<file path="config.mk">
export PLATFORM = sky130hd
export DESIGN_NAME = card_glue_top
export DESIGN_NICKNAME = d
export VERILOG_FILES = /design/src/card_glue_pkg.sv /design/src/switch_settings.sv /design/src/card_response_select.sv /design/src/audio_mixer.sv /design/src/scanline_shader.sv /design/src/card_glue_top.sv
export SDC_FILE = /design/constraint.sdc
export NUM_CORES = 1
export LEC_CHECK = 0
export ABC_CLOCK_PERIOD_IN_PS = 5500
export BUFFER_PORTS_ARGS = -buffer_cell sky130_fd_sc_hd__buf_2
export CORE_MARGIN = 2
export CORE_UTILIZATION = 49
export CTS_BUF_LIST = sky130_fd_sc_hd__clkbuf_4 sky130_fd_sc_hd__clkbuf_8
export CTS_CLUSTER_SIZE = 40
export DETAILED_ROUTE_END_ITERATION = 16
export GPL_TIMING_DRIVEN = 1
export PLACE_DENSITY = 0.84
export SKIP_LAST_GASP = 1
export SLEW_MARGIN = 25
export SYNTH_ARGS = -nofsm -noshare
export SYNTH_HDL_FRONTEND = slang
export SYNTH_SLANG_ARGS = --single-unit
</file>
<file path="constraint.sdc">
create_clock -name clk_logic_w -period 5.5 [get_ports clk_logic_w]
set_input_delay 0.275 -clock clk_logic_w [delete_from_list [all_inputs] [get_ports clk_logic_w]]
set_output_delay 0.275 -clock clk_logic_w [all_outputs]
set_load 0.01 [all_outputs]
</file>
<file path="src/card_glue_pkg.sv">
package card_glue_pkg;

    // Widths that carry a meaning
    typedef logic [7:0]         bus_byte_t;      // Apple data bus
    typedef logic [9:0]         audio_src_t;     // Unsigned source sample
    typedef logic [12:0]        audio_ext_t;     // Source widened for summing
    typedef logic signed [15:0] sample_t;        // Mixed output sample
    typedef logic [7:0]         color_t;
    typedef logic [9:0]         screen_coord_t;
    typedef logic [3:0]         dip_n_t;         // Switches, low when closed

    // One peripheral function as seen from the bus
    typedef struct packed {
        logic      rd;      // Function is answering this read
        bus_byte_t data;
        logic      irq_n;
    } card_resp_t;

    typedef struct packed {
        card_resp_t serial;
        card_resp_t sprite;
        card_resp_t sound;
    } card_resps_t;

    typedef struct packed {
        logic scanlines;
        logic speaker;
    } settings_t;

    typedef struct packed {
        logic       speaker;    // Single bit speaker toggle
        audio_src_t sprite;
        audio_src_t sound_l;
        audio_src_t sound_r;
    } audio_in_t;

    typedef struct packed {
        sample_t left;
        sample_t right;
    } stereo_t;

    typedef struct packed {
        color_t r;
        color_t g;
        color_t b;
    } rgb_t;

    localparam int SPEAKER_SHIFT = 12;  // Speaker lands on the top bit of audio_ext_t
    localparam int SOURCE_SHIFT  = 3;
    localparam int DIP_SCANLINES = 0;
    localparam int DIP_SPEAKER   = 1;

endpackage

</file>
<file path="src/switch_settings.sv">
module switch_settings #(
    parameter bit SCANLINES_ENABLE = 1'b0,
    parameter bit SPEAKER_ENABLE   = 1'b0
) (
    input  logic                   clk_logic_w,
    input  logic                   rst_i,
    input  card_glue_pkg::dip_n_t  dip_n_i,
    output card_glue_pkg::settings_t settings_o
);

    localparam int DIP_W = $bits(card_glue_pkg::dip_n_t);

    // Switch lines are inverted on entry, so a cleared stage reads as all open
    logic [DIP_W-1:0] sw_meta_r;
    logic [DIP_W-1:0] sw_sync_r;

    always_ff @(posedge clk_logic_w) begin
        if (rst_i) begin
            sw_meta_r <= '0;
            sw_sync_r <= '0;
        end else begin
            sw_meta_r <= ~dip_n_i;    // May go metastable
            sw_sync_r <= sw_meta_r;
        end
    end

    // Decode stage, build-time enables force a setting on
    always_ff @(posedge clk_logic_w) begin
        if (rst_i) begin
            settings_o.scanlines <= SCANLINES_ENABLE;
            settings_o.speaker   <= SPEAKER_ENABLE;
        end else begin
            settings_o.scanlines <= SCANLINES_ENABLE |
                                    sw_sync_r[card_glue_pkg::DIP_SCANLINES];
            settings_o.speaker   <= SPEAKER_ENABLE |
                                    sw_sync_r[card_glue_pkg::DIP_SPEAKER];
        end
    end

    // Downstream mixer and shader take these as clean levels
    a_settings_known: assert property (
        @(posedge clk_logic_w) disable iff (rst_i)
        !$isunknown(settings_o)
    ) else $error("settings_o went unknown");

endmodule

</file>
<file path="src/card_response_select.sv">
module card_response_select #(
    parameter bit BUS_DATA_OUT_ENABLE = 1'b1,
    parameter bit IRQ_OUT_ENABLE      = 1'b1
) (
    input  logic                       clk_logic_w,
    input  logic                       rst_i,
    input  card_glue_pkg::card_resps_t card_resps_i,
    input  card_glue_pkg::bus_byte_t   bus_data_i,
    output logic                       data_out_en_o,
    output card_glue_pkg::bus_byte_t   data_out_o,
    output logic                       irq_n_o
);

    logic                     rd_any_w;
    logic                     data_en_w;
    card_glue_pkg::bus_byte_t data_sel_w;
    logic                     irq_all_n_w;
    logic                     irq_n_w;

    assign rd_any_w = card_resps_i.serial.rd |
                      card_resps_i.sprite.rd |
                      card_resps_i.sound.rd;

    // Card only drives the bus when allowed at build time
    assign data_en_w = BUS_DATA_OUT_ENABLE & rd_any_w;

    // Serial wins, then sprite, then sound
    always_comb begin
        if (card_resps_i.serial.rd) begin
            data_sel_w = card_resps_i.serial.data;
        end else if (card_resps_i.sprite.rd) begin
            data_sel_w = card_resps_i.sprite.data;
        end else if (card_resps_i.sound.rd) begin
            data_sel_w = card_resps_i.sound.data;
        end else begin
            data_sel_w = bus_data_i;    // Nobody answers, keep bus value
        end
    end

    // Any function pulling low asserts the card interrupt
    assign irq_all_n_w = card_resps_i.serial.irq_n &
                         card_resps_i.sprite.irq_n &
                         card_resps_i.sound.irq_n;

    assign irq_n_w = irq_all_n_w | ~IRQ_OUT_ENABLE;

    always_ff @(posedge clk_logic_w) begin
        if (rst_i) begin
            data_out_en_o <= 1'b0;
            irq_n_o       <= 1'b1;    // Released
        end else begin
            data_out_en_o <= data_en_w;
            irq_n_o       <= irq_n_w;
        end
    end

    always_ff @(posedge clk_logic_w) begin
        data_out_o <= data_sel_w;
    end

    // Idle bus cycles must echo what the bus carried one cycle earlier
    a_idle_passthrough: assert property (
        @(posedge clk_logic_w) disable iff (rst_i)
        (BUS_DATA_OUT_ENABLE && !data_out_en_o) |-> (data_out_o == $past(bus_data_i))
    ) else $error("data_out_o differs from bus data while not driving");

endmodule

</file>
<file path="src/audio_mixer.sv">
module audio_mixer (
    input  logic                     clk_logic_w,
    input  logic                     rst_i,
    input  card_glue_pkg::audio_in_t audio_i,
    input  card_glue_pkg::settings_t settings_i,
    output card_glue_pkg::stereo_t   audio_o
);

    logic                      speaker_on_w;
    card_glue_pkg::audio_ext_t speaker_ext_w;
    card_glue_pkg::audio_ext_t sprite_ext_w;
    card_glue_pkg::audio_ext_t sound_l_ext_w;
    card_glue_pkg::audio_ext_t sound_r_ext_w;
    card_glue_pkg::sample_t    mix_l_w;
    card_glue_pkg::sample_t    mix_r_w;

    assign speaker_on_w = audio_i.speaker & settings_i.speaker;

    // Widen everything to 13 bits before summing
    assign speaker_ext_w = card_glue_pkg::audio_ext_t'(speaker_on_w)
                           << card_glue_pkg::SPEAKER_SHIFT;
    assign sprite_ext_w  = card_glue_pkg::audio_ext_t'(audio_i.sprite)
                           << card_glue_pkg::SOURCE_SHIFT;
    assign sound_l_ext_w = card_glue_pkg::audio_ext_t'(audio_i.sound_l)
                           << card_glue_pkg::SOURCE_SHIFT;
    assign sound_r_ext_w = card_glue_pkg::audio_ext_t'(audio_i.sound_r)
                           << card_glue_pkg::SOURCE_SHIFT;

    // Unsigned sources, so zero extended into the signed sample
    assign mix_l_w = card_glue_pkg::sample_t'({3'b000, sprite_ext_w}) +
                     card_glue_pkg::sample_t'({3'b000, sound_l_ext_w}) +
                     card_glue_pkg::sample_t'({3'b000, speaker_ext_w});

    assign mix_r_w = card_glue_pkg::sample_t'({3'b000, sprite_ext_w}) +
                     card_glue_pkg::sample_t'({3'b000, sound_r_ext_w}) +
                     card_glue_pkg::sample_t'({3'b000, speaker_ext_w});

    always_ff @(posedge clk_logic_w) begin
        if (rst_i) begin
            audio_o <= '0;
        end else begin
            audio_o.left  <= mix_l_w;
            audio_o.right <= mix_r_w;
        end
    end

    // Largest sum is 2 * 8184 + 4096, well under the sign bit
    a_no_negative: assert property (
        @(posedge clk_logic_w) disable iff (rst_i)
        !audio_o.left[15] && !audio_o.right[15]
    ) else $error("mixed sample went negative");

endmodule

</file>
<file path="src/scanline_shader.sv">
module scanline_shader (
    input  logic                         clk_logic_w,
    input  logic                         rst_i,
    input  card_glue_pkg::rgb_t          pixel_i,
    input  card_glue_pkg::screen_coord_t screen_y_i,
    input  card_glue_pkg::settings_t     settings_i,
    output card_glue_pkg::rgb_t          pixel_o
);

    logic                dim_w;
    card_glue_pkg::rgb_t shaded_w;

    // Halve one channel, top bit cleared
    function automatic card_glue_pkg::color_t half_color(
        input card_glue_pkg::color_t c
    );
        return {1'b0, c[7:1]};
    endfunction

    assign dim_w = settings_i.scanlines & screen_y_i[0];    // Odd lines only

    always_comb begin
        if (dim_w) begin
            shaded_w.r = half_color(pixel_i.r);
            shaded_w.g = half_color(pixel_i.g);
            shaded_w.b = half_color(pixel_i.b);
        end else begin
            shaded_w = pixel_i;
        end
    end

    always_ff @(posedge clk_logic_w) begin
        if (rst_i) begin
            pixel_o <= '0;
        end else begin
            pixel_o <= shaded_w;
        end
    end

endmodule

</file>
<file path="src/card_glue_top.sv">
module card_glue_top #(
    parameter bit SCANLINES_ENABLE     = 1'b0,
    parameter bit APPLE_SPEAKER_ENABLE = 1'b0,
    parameter bit BUS_DATA_OUT_ENABLE  = 1'b1,  // Card may drive the data bus
    parameter bit IRQ_OUT_ENABLE       = 1'b1   // Card may pull IRQ
) (
    input  logic                         clk_logic_w,
    input  logic                         rst_i,

    input  card_glue_pkg::dip_n_t        dip_n_i,

    input  card_glue_pkg::card_resps_t   card_resps_i,
    input  card_glue_pkg::bus_byte_t     bus_data_i,
    output logic                         data_out_en_o,
    output card_glue_pkg::bus_byte_t     data_out_o,
    output logic                         irq_n_o,

    input  card_glue_pkg::audio_in_t     audio_i,
    output card_glue_pkg::stereo_t       audio_o,

    input  card_glue_pkg::rgb_t          pixel_i,
    input  card_glue_pkg::screen_coord_t screen_y_i,
    output card_glue_pkg::rgb_t          pixel_o,

    output card_glue_pkg::settings_t     settings_o
);

    card_glue_pkg::settings_t settings_w;

    assign settings_o = settings_w;

    switch_settings #(
        .SCANLINES_ENABLE (SCANLINES_ENABLE),
        .SPEAKER_ENABLE   (APPLE_SPEAKER_ENABLE)
    ) switch_settings_i (
        .clk_logic_w (clk_logic_w),
        .rst_i       (rst_i),
        .dip_n_i     (dip_n_i),
        .settings_o  (settings_w)
    );

    card_response_select #(
        .BUS_DATA_OUT_ENABLE (BUS_DATA_OUT_ENABLE),
        .IRQ_OUT_ENABLE      (IRQ_OUT_ENABLE)
    ) card_response_select_i (
        .clk_logic_w   (clk_logic_w),
        .rst_i         (rst_i),
        .card_resps_i  (card_resps_i),
        .bus_data_i    (bus_data_i),
        .data_out_en_o (data_out_en_o),
        .data_out_o    (data_out_o),
        .irq_n_o       (irq_n_o)
    );

    audio_mixer audio_mixer_i (
        .clk_logic_w (clk_logic_w),
        .rst_i       (rst_i),
        .audio_i     (audio_i),
        .settings_i  (settings_w),
        .audio_o     (audio_o)
    );

    scanline_shader scanline_shader_i (
        .clk_logic_w (clk_logic_w),
        .rst_i       (rst_i),
        .pixel_i     (pixel_i),
        .screen_y_i  (screen_y_i),
        .settings_i  (settings_w),
        .pixel_o     (pixel_o)
    );

endmodule

</file>
==> results of run 1 <==
## worst max-delay path by stage
stage	end	slack [ns]
global placement	audio_mixer_i.audio_o[29]	2.96
finish	audio_mixer_i.audio_o[29]	3.21
CTS	audio_mixer_i.audio_o[29]	3.26
global route	audio_mixer_i.audio_o[29]	3.15
detailed placement	audio_mixer_i.audio_o[29]	2.92
floorplan	audio_mixer_i.audio_o[29]	3.23
## metal layers
| layer | vias to the layer above | global-route usage [%] | wire length (um) |
|---|---|---|---|
| met2 | 118 | 37.2 | 3700 |
| met5 | - | 0 | 0 |
| met4 | 0 | 8.21 | 106 |
| li1 | 1470 | - | - |
| met3 | 12 | 5.44 | 583 |
| met1 | 1290 | 23.7 | 3040 |
## power by group through the flow
| stage | Combinational, mW | Clock (mW) | Sequential, mW |
|---|---|---|---|
| after global placement | 0.255 | 0 | 0.522 |
| after CTS | 0.266 | 0.377 | 0.512 |
| final | 0.265 | 0.368 | 0.512 |
| after detailed placement | 0.264 | 0 | 0.523 |
| after global routing | 0.295 | 0.396 | 0.516 |
| after floorplan | 0.143 | 0 | 0.544 |
## area by class of cell
type | instances | area (um2) | area share [%]
clock inverters | 6 | 43.8 | 1.08
well taps | 75 | 93.8 | 2.31
clock buffers | 10 | 138 | 3.38
multi-input cells | 259 | 1700 | 41.9
repair buffers | 157 | 786 | 19.3
inverters | 6 | 22.5 | 0.554
flip-flops and latches | 64 | 1280 | 31.5
## cells in the mapped netlist (2+ instances only)
library cell | n | share of area (%)
o21bai_1 | 2 | 0.48
clkbuf_1 | 14 | 1.7
o21a_1 | 5 | 1.2
fa_1 | 3 | 1.9
dfxtp_1 | 64 | 41
a211oi_1 | 2 | 0.48
xor2_1 | 6 | 1.7
a21oi_1 | 37 | 6.0
nand2_1 | 56 | 6.8
and2_1 | 2 | 0.40
nor3b_1 | 3 | 0.73
a211oi_2 | 2 | 0.81
ha_1 | 30 | 12
o21ai_0 | 12 | 1.9
nand3_1 | 3 | 0.48
a311oi_1 | 2 | 0.56
nor3_1 | 5 | 0.81
a21o_1 | 3 | 0.73
buf_4 | 8 | 1.9
mux2i_1 | 8 | 2.6
nor2_1 | 28 | 3.4
nor2b_1 | 18 | 3.6
xnor2_1 | 4 | 1.1
inv_1 | 6 | 0.73
## state kept, by name, summed over array words and instances (netlist names)
signal / cells
switch_settings_i.sw_sync_r: 2
card_response_select_i.data_out_en_o: 1
switch_settings_i.sw_meta_r: 2
scanline_shader_i.pixel_o: 24
switch_settings_i.settings_o: 2
card_response_select_i.irq_n_o: 1
card_response_select_i.data_out_o: 8
audio_mixer_i.audio_o: 24
## worst register-to-register path, cell delays in order, from the launching register on
cell and delay, ns:
dfxtp_1 0.33, and2_1 0.17, fa_1 0.43, ha_1 0.37
a21oi_1 0.18, o21ai_2 0.08, mux2_4 0.29
## cell families (layout without fill, tap and decap cells)
| logic type | count (synthesis) | count (layout) | share of synthesized area, % |
|---|---|---|---|
| simple gates | 120 | 120 | 17.2 |
| compound gates | 78 | 78 | 16.4 |
| flops | 64 | 64 | 41.3 |
| fa+ha+maj | 33 | 33 | 14.0 |
| buf+inv | 30 | 179 | 4.64 |
| xor+xnor | 10 | 10 | 2.82 |
| mux | 10 | 10 | 3.43 |
| other cells | 1 | 8 | 0.121 |
## through the flow
step	area, um2	setup WS (ns)	power [mW]	std cells	hold slack (ns)
final	4070	3.21	1.14	577	0.0839
after global routing	4070	3.15	1.21	577	0.0656
after CTS	4070	3.26	1.16	577	0.0689
after detailed placement	3890	2.92	0.787	561	0.431
after global placement	3890	2.96	0.777	561	0.415
after floorplan	3130	3.23	0.688	353	0.342
==> results.sh, run 1 <==
export IMPL_vias=2890
export IMPL_cp_data_arrival_time_ns=2.48
export IMPL_hold_viol_final=0
export IMPL_synth_seq_cells=64
export IMPL_synthArstFlopShare_pct=0
export IMPL_maxCapViolCount=0
export IMPL_coreArea_um2=6030
export IMPL_routabilityCongestion=0.829
export IMPL_hold_start="dip_n_i[1]"
export IMPL_post_drt_via_cell_ratio=5.01
export IMPL_wl_mm=7.44
export IMPL_syn_inst=346
export IMPL_nets=639
export IMPL_io_buffer_count=157
export IMPL_die_area_um2=6980
export IMPL_syn_area_um2=3100
export IMPL_ys_flop_type="dfxtp_1"
export IMPL_grt_first_pass_wirelength_mm=12.0
export IMPL_drive_above_1_share_pct=36.9
export IMPL_r2r_slack_ns=3.54
export IMPL_seq_power_share_pct=44.7
export IMPL_yosys_warnings=0
export IMPL_cts_setup_buffers=0
export IMPL_antenna_found_initial=0
export IMPL_worstSkewPairLatency_ns=0.33
export IMPL_comb_power_share_pct=23.1
export IMPL_hold_class="primary input to flip-flop"
export IMPL_rsz0062_at_grt="false"
export IMPL_setup_violations_final=0
export IMPL_reg2reg_to="audio_mixer_i.audio_o[13]"
export IMPL_min_period_ns=2.29
export IMPL_start_util_pct=51.5
export IMPL_htreeDepth=3
export IMPL_syn_area_per_cell_um2=8.96
export IMPL_drt_pass1_iterations=4
export IMPL_grt_pass1_vias=2779
export IMPL_n_fill_cell=515
export IMPL_start_kind="primary input"
export IMPL_mostFrequentLayoutCell="buf_2"
export IMPL_cp_max_fo=3
export IMPL_r2r_cells=6
export IMPL_die_w_um=83.6
export IMPL_clockBufferDepth=2
export IMPL_drcViolationCount=0
export IMPL_chipHeight_um=83.6
export IMPL_cp_top_family="compound AO/OA/AOI/OAI gates"
export IMPL_cp_depth=9
export IMPL_syn_to_final_growth_pct=31.1
export IMPL_rr_startpoint="switch_settings_i.settings_o[0]"
export IMPL_cts_root_buf="clkbuf_8"
export IMPL_endpoint_kind="flip-flop"
export IMPL_leakage_nw=2.08
export IMPL_internal_power_mw=0.802
export IMPL_power_per_cell_area_nw_per_um2=281
export IMPL_worst_path_max_delay_cell="fa_1"
export IMPL_max_freq_mhz=437
export IMPL_max_vdd_ir_drop_mv=0.175
export IMPL_fin_util_pct=67.5
export IMPL_cts_tree="built"
export IMPL_slew_violations=0
export IMPL_min_to="switch_settings_i.sw_meta_r[1]"
export IMPL_fin_crit_sh_pct=41.6
export IMPL_synth_edf_count=0
export IMPL_switchingPower_mw=0.342
export IMPL_min_path_cells=2
export IMPL_ios=177
export IMPL_cts_hold_buf=0
export IMPL_power_share_switching_pct=29.9
export IMPL_crit_type="primary input to flip-flop"
export IMPL_diodes=0
export IMPL_hpwlAfterDp_mm=5.75
export IMPL_drt_iter0_drc=89
export IMPL_relSlewSlack_pct=33.3
export IMPL_num_rows=28
export IMPL_clockPowerShare_pct=32.1
export IMPL_numCtsBuffers=9
export IMPL_setup_tns_ns=0
export IMPL_fin_skew_ns=0.0118
export IMPL_crit_required_ns=5.69
export IMPL_layout_common_cells="157 x buf_2, 64 x dfxtp_1, 56 x nand2_1"
export IMPL_outcome="finished, final reports clean"
export IMPL_setup_worst_path_start="audio_i[10]"
export IMPL_grt_overflow=0
export IMPL_ant_nets=0
export IMPL_path_cells="buf_2 > ha_1 > fa_1 > a211oi_2 > o21ai_1 > a221o_1 > a21o_1 > ha_1 > nor2b_1"
export IMPL_grtUsageTotal_pct=20.9
export IMPL_cp_common_cell="ha_1"
export IMPL_synth_cell_type_count=47
export IMPL_wl_per_cell_um=12.9
export IMPL_clkTransAtPathRegs_ns=0.08
export IMPL_cp_buffers_inverters=1
export IMPL_cp_slowest_stage_delay_ns=0.46
export IMPL_tightest_slew_ns=1.00
export IMPL_ys_seq_area_share_pct=41.3
export IMPL_grt_max_degree=59
export IMPL_clock_sinks=64
export IMPL_cts_resized=0
No activity file was read; power rests on OpenSTA's default activity.
==> run 2: changes to the inputs <==
Settings changed: ABC_AREA set to 1, ABC_CLOCK_PERIOD_IN_PS 5500 to 2200, CORE_UTILIZATION 49 to 46, PLACE_DENSITY 0.84 to 0.78.
Clock period 5.5 ns to 2.2 ns, I/O delays scaled along.
==> run 2 against run 1 <==
Compared with the run above: final cell count up 19%; via count grew 14%; critical path depth grew 2; global-route usage rose by 0.35 points; sequential power rose to 2.5 times the previous value; highest routed layer unchanged; hold slack got worse by 0.071 ns; synthesized cell count grew 24%.
==> results.sh, run 2 <==
export IMPL_mostFrequentLayoutCell="buf_2"
export IMPL_hold_class="primary input to flip-flop"
export IMPL_worst_path_max_delay_cell="fa_1"
export IMPL_drcViolationCount=0
export IMPL_wl_mm=8.08
export IMPL_die_w_um=87.4
export IMPL_grt_max_degree=38
export IMPL_hpwlAfterDp_mm=6.12
export IMPL_crit_type="flip-flop to flip-flop"
export IMPL_drt_iter0_drc=182
export IMPL_clockBufferDepth=2
export IMPL_cts_root_buf="clkbuf_8"
export IMPL_yosys_cell_count_top_type="nand2_1"
export IMPL_cts_tree="built"
export IMPL_nets=745
export IMPL_synth_area_leader_cell="dfxtp_1"
export IMPL_grtUsageTotal_pct=21.2
export IMPL_setup_violations_final=0
export IMPL_grt_pass1_vias=2986
export IMPL_synth_area_leaders="dfxtp_1 40%, ha_1 12%, nand2_1 9.1%"
export IMPL_post_synth_most_frequent_cells="78 x nand2_1, 75 x nor2_1, 64 x dfxtp_1"
export IMPL_drt_pass1_iterations=6
export IMPL_setup_tns_ns=0
export IMPL_synth_seq_cells=64
export IMPL_synth_top_area_share_pct=40.0
export IMPL_max_freq_mhz=512
export IMPL_fin_skew_ns=0.00655
export IMPL_cp_max_fo=4
export IMPL_power_per_cell_area_nw_per_um2=698
export IMPL_routabilityCongestion=0.895
export IMPL_htreeDepth=3
export IMPL_crit_required_ns=2.48
export IMPL_n_fill_cell=596
export IMPL_cp_slowest_stage_delay_ns=0.43
export IMPL_fin_crit_sh_pct=88.7
export IMPL_cp_top_family="adder cells"
export IMPL_ys_flop_type="dfxtp_1"
export IMPL_ys_seq_area_share_pct=40.0
export IMPL_syn_area_per_cell_um2=7.46
export IMPL_reg_largest_list="audio_mixer_i.audio_o (24), scanline_shader_i.pixel_o (24), card_response_select_i.data_out_o (8)"
export IMPL_layout_common_cells="157 x buf_2, 78 x nand2_1, 75 x nor2_1"
export IMPL_cp_buffers_inverters=3
export IMPL_slew_violations=0
export IMPL_relSlewSlack_pct=62.9
export IMPL_min_period_ns=1.95
export IMPL_multi_input_area_um2=1650
export IMPL_ant_nets=0
export IMPL_tightest_slew_ns=0.556
export IMPL_path_cells="nand2_1 > inv_1 > fa_1 > ha_1 > nand2_1 > inv_1 > a21oi_1 > nand3_1 > nand2_1 > inv_1 > nor2_2"
export IMPL_rsz0062_at_grt="false"
export IMPL_synthArstFlopShare_pct=0
export IMPL_chipHeight_um=87.4
export IMPL_r2r_slack_ns=0.25
export IMPL_endpoint_kind="flip-flop"
export IMPL_cts_setup_buffers=0
export IMPL_maxCapViolCount=0
export IMPL_grt_first_pass_wirelength_mm=12.6
export IMPL_coreArea_um2=6760
export IMPL_num_rows=30
export IMPL_start_kind="flip-flop"
export IMPL_start_util_pct=47.4
export IMPL_syn_inst=429
export IMPL_synth_edf_count=0
export IMPL_clock_sinks=64
export IMPL_drive_above_1_share_pct=30.9
export IMPL_yosys_warnings=0
export IMPL_vias=3294
export IMPL_antenna_found_initial=0
export IMPL_outcome="finished, final reports clean"
export IMPL_grt_overflow=0
export IMPL_numCtsBuffers=9
export IMPL_syn_area_um2=3200
export IMPL_syn_to_final_growth_pct=37.3
export IMPL_synth_cell_type_count=27
export IMPL_hold_viol_final=0
export IMPL_io_buffer_count=157
export IMPL_wl_per_cell_um=11.7
export IMPL_clkTransAtPathRegs_ns=0.07
export IMPL_max_vdd_ir_drop_mv=0.341
export IMPL_worstSkewPairLatency_ns=0.34
export IMPL_diodes=0
export IMPL_die_area_um2=7640
export IMPL_leakage_nw=2.42
export IMPL_power_total_mw=3.07
export IMPL_cp_data_arrival_time_ns=2.23
export IMPL_ios=177
export IMPL_post_drt_via_cell_ratio=4.79
export IMPL_area_sequential_um2=1280
-- run 2: cell types whose count changed in the layout (fill, tap and decap cells not counted), sizes merged, moves of 23 or more --
cell and change:
nor2 +49, inv +40, o21ai +32, nand2 +24, nand3 +23
-- run 2: final cells by class --
type | instances | share of cell area (%)
repair buffers | 176 | 22.1
clock buffers | 9 | 2.82
flip-flops and latches | 64 | 29.1
clock inverters | 7 | 2.16
well taps | 80 | 2.28
multi-input cells | 306 | 37.5
inverters | 46 | 3.93
-- run 2: cell families after synthesis --
kind of cell	share of synthesized area, %
fa+ha+maj	13.6
buf+inv	9.30
simple gates	24.1
other cells	0.117
xor+xnor	0.274
compound gates	12.6
flops	40.0
-- run 2: where the power goes --
| part | total [mW] | internal, mW | switching (mW) |
|---|---|---|---|
| Combinational | 0.684 | 0.294 | 0.390 |
| Clock | 1.11 | 0.639 | 0.467 |
| Sequential | 1.28 | 1.25 | 0.0226 |
| Total | 3.07 | 2.19 | 0.880 |
-- run 2: what timing repair did --
item / CTS / global route
gates resized for setup: 0 / 0
hold buffers: 18 / 0
endpoints found under the hold margin: 17 / 0
-- run 2: final timing paths --
check                                                startpoint                                    to  cells after the start
worst max-delay path            switch_settings_i.settings_o[0]             audio_mixer_i.audio_o[13]                     11
worst min-delay path                           card_resps_i[28]  card_response_select_i.data_out_o[7]                      3
worst max register to register  switch_settings_i.settings_o[0]             audio_mixer_i.audio_o[13]                     11
worst min register to register   switch_settings_i.sw_meta_r[0]        switch_settings_i.sw_sync_r[0]                      2
-- run 2: worst reg2reg max path, delay by kind of cell, from the launching register on --
family | cells | cell delay (ns)
fa+ha+maj | 2 | 0.79
simple gates | 5 | 0.42
compound gates | 1 | 0.19
flops | 1 | 0.32
buf+inv | 3 | 0.19
-- run 2: routing by layer --
layer	GRT usage [%]	wire, um	vias to the layer above
li1	-	-	1714
met2	36.1	4020	157
met3	5.02	597	22
met1	24.8	3240	1401
met5	0	0	-
met4	10.6	218	0
-- run 2: per-stage QoR --
stage | setup WS [ns] | instances | hold WS, ns | util, % | area (um2)
6_report | 0.248 | 688 | 0.0125 | 65.1 | 4400
3_5_place_dp | 0.218 | 654 | 0.266 | 59.1 | 4000
3_3_place_gp | 0.248 | 654 | 0.265 | 59.1 | 4000
2_1_floorplan | 0.358 | 436 | 0.177 | - | 3230
4_1_cts | 0.254 | 688 | 0.0000367 | 65.1 | 4400
5_1_grt | 0.124 | 688 | 0.00754 | 65.1 | 4400
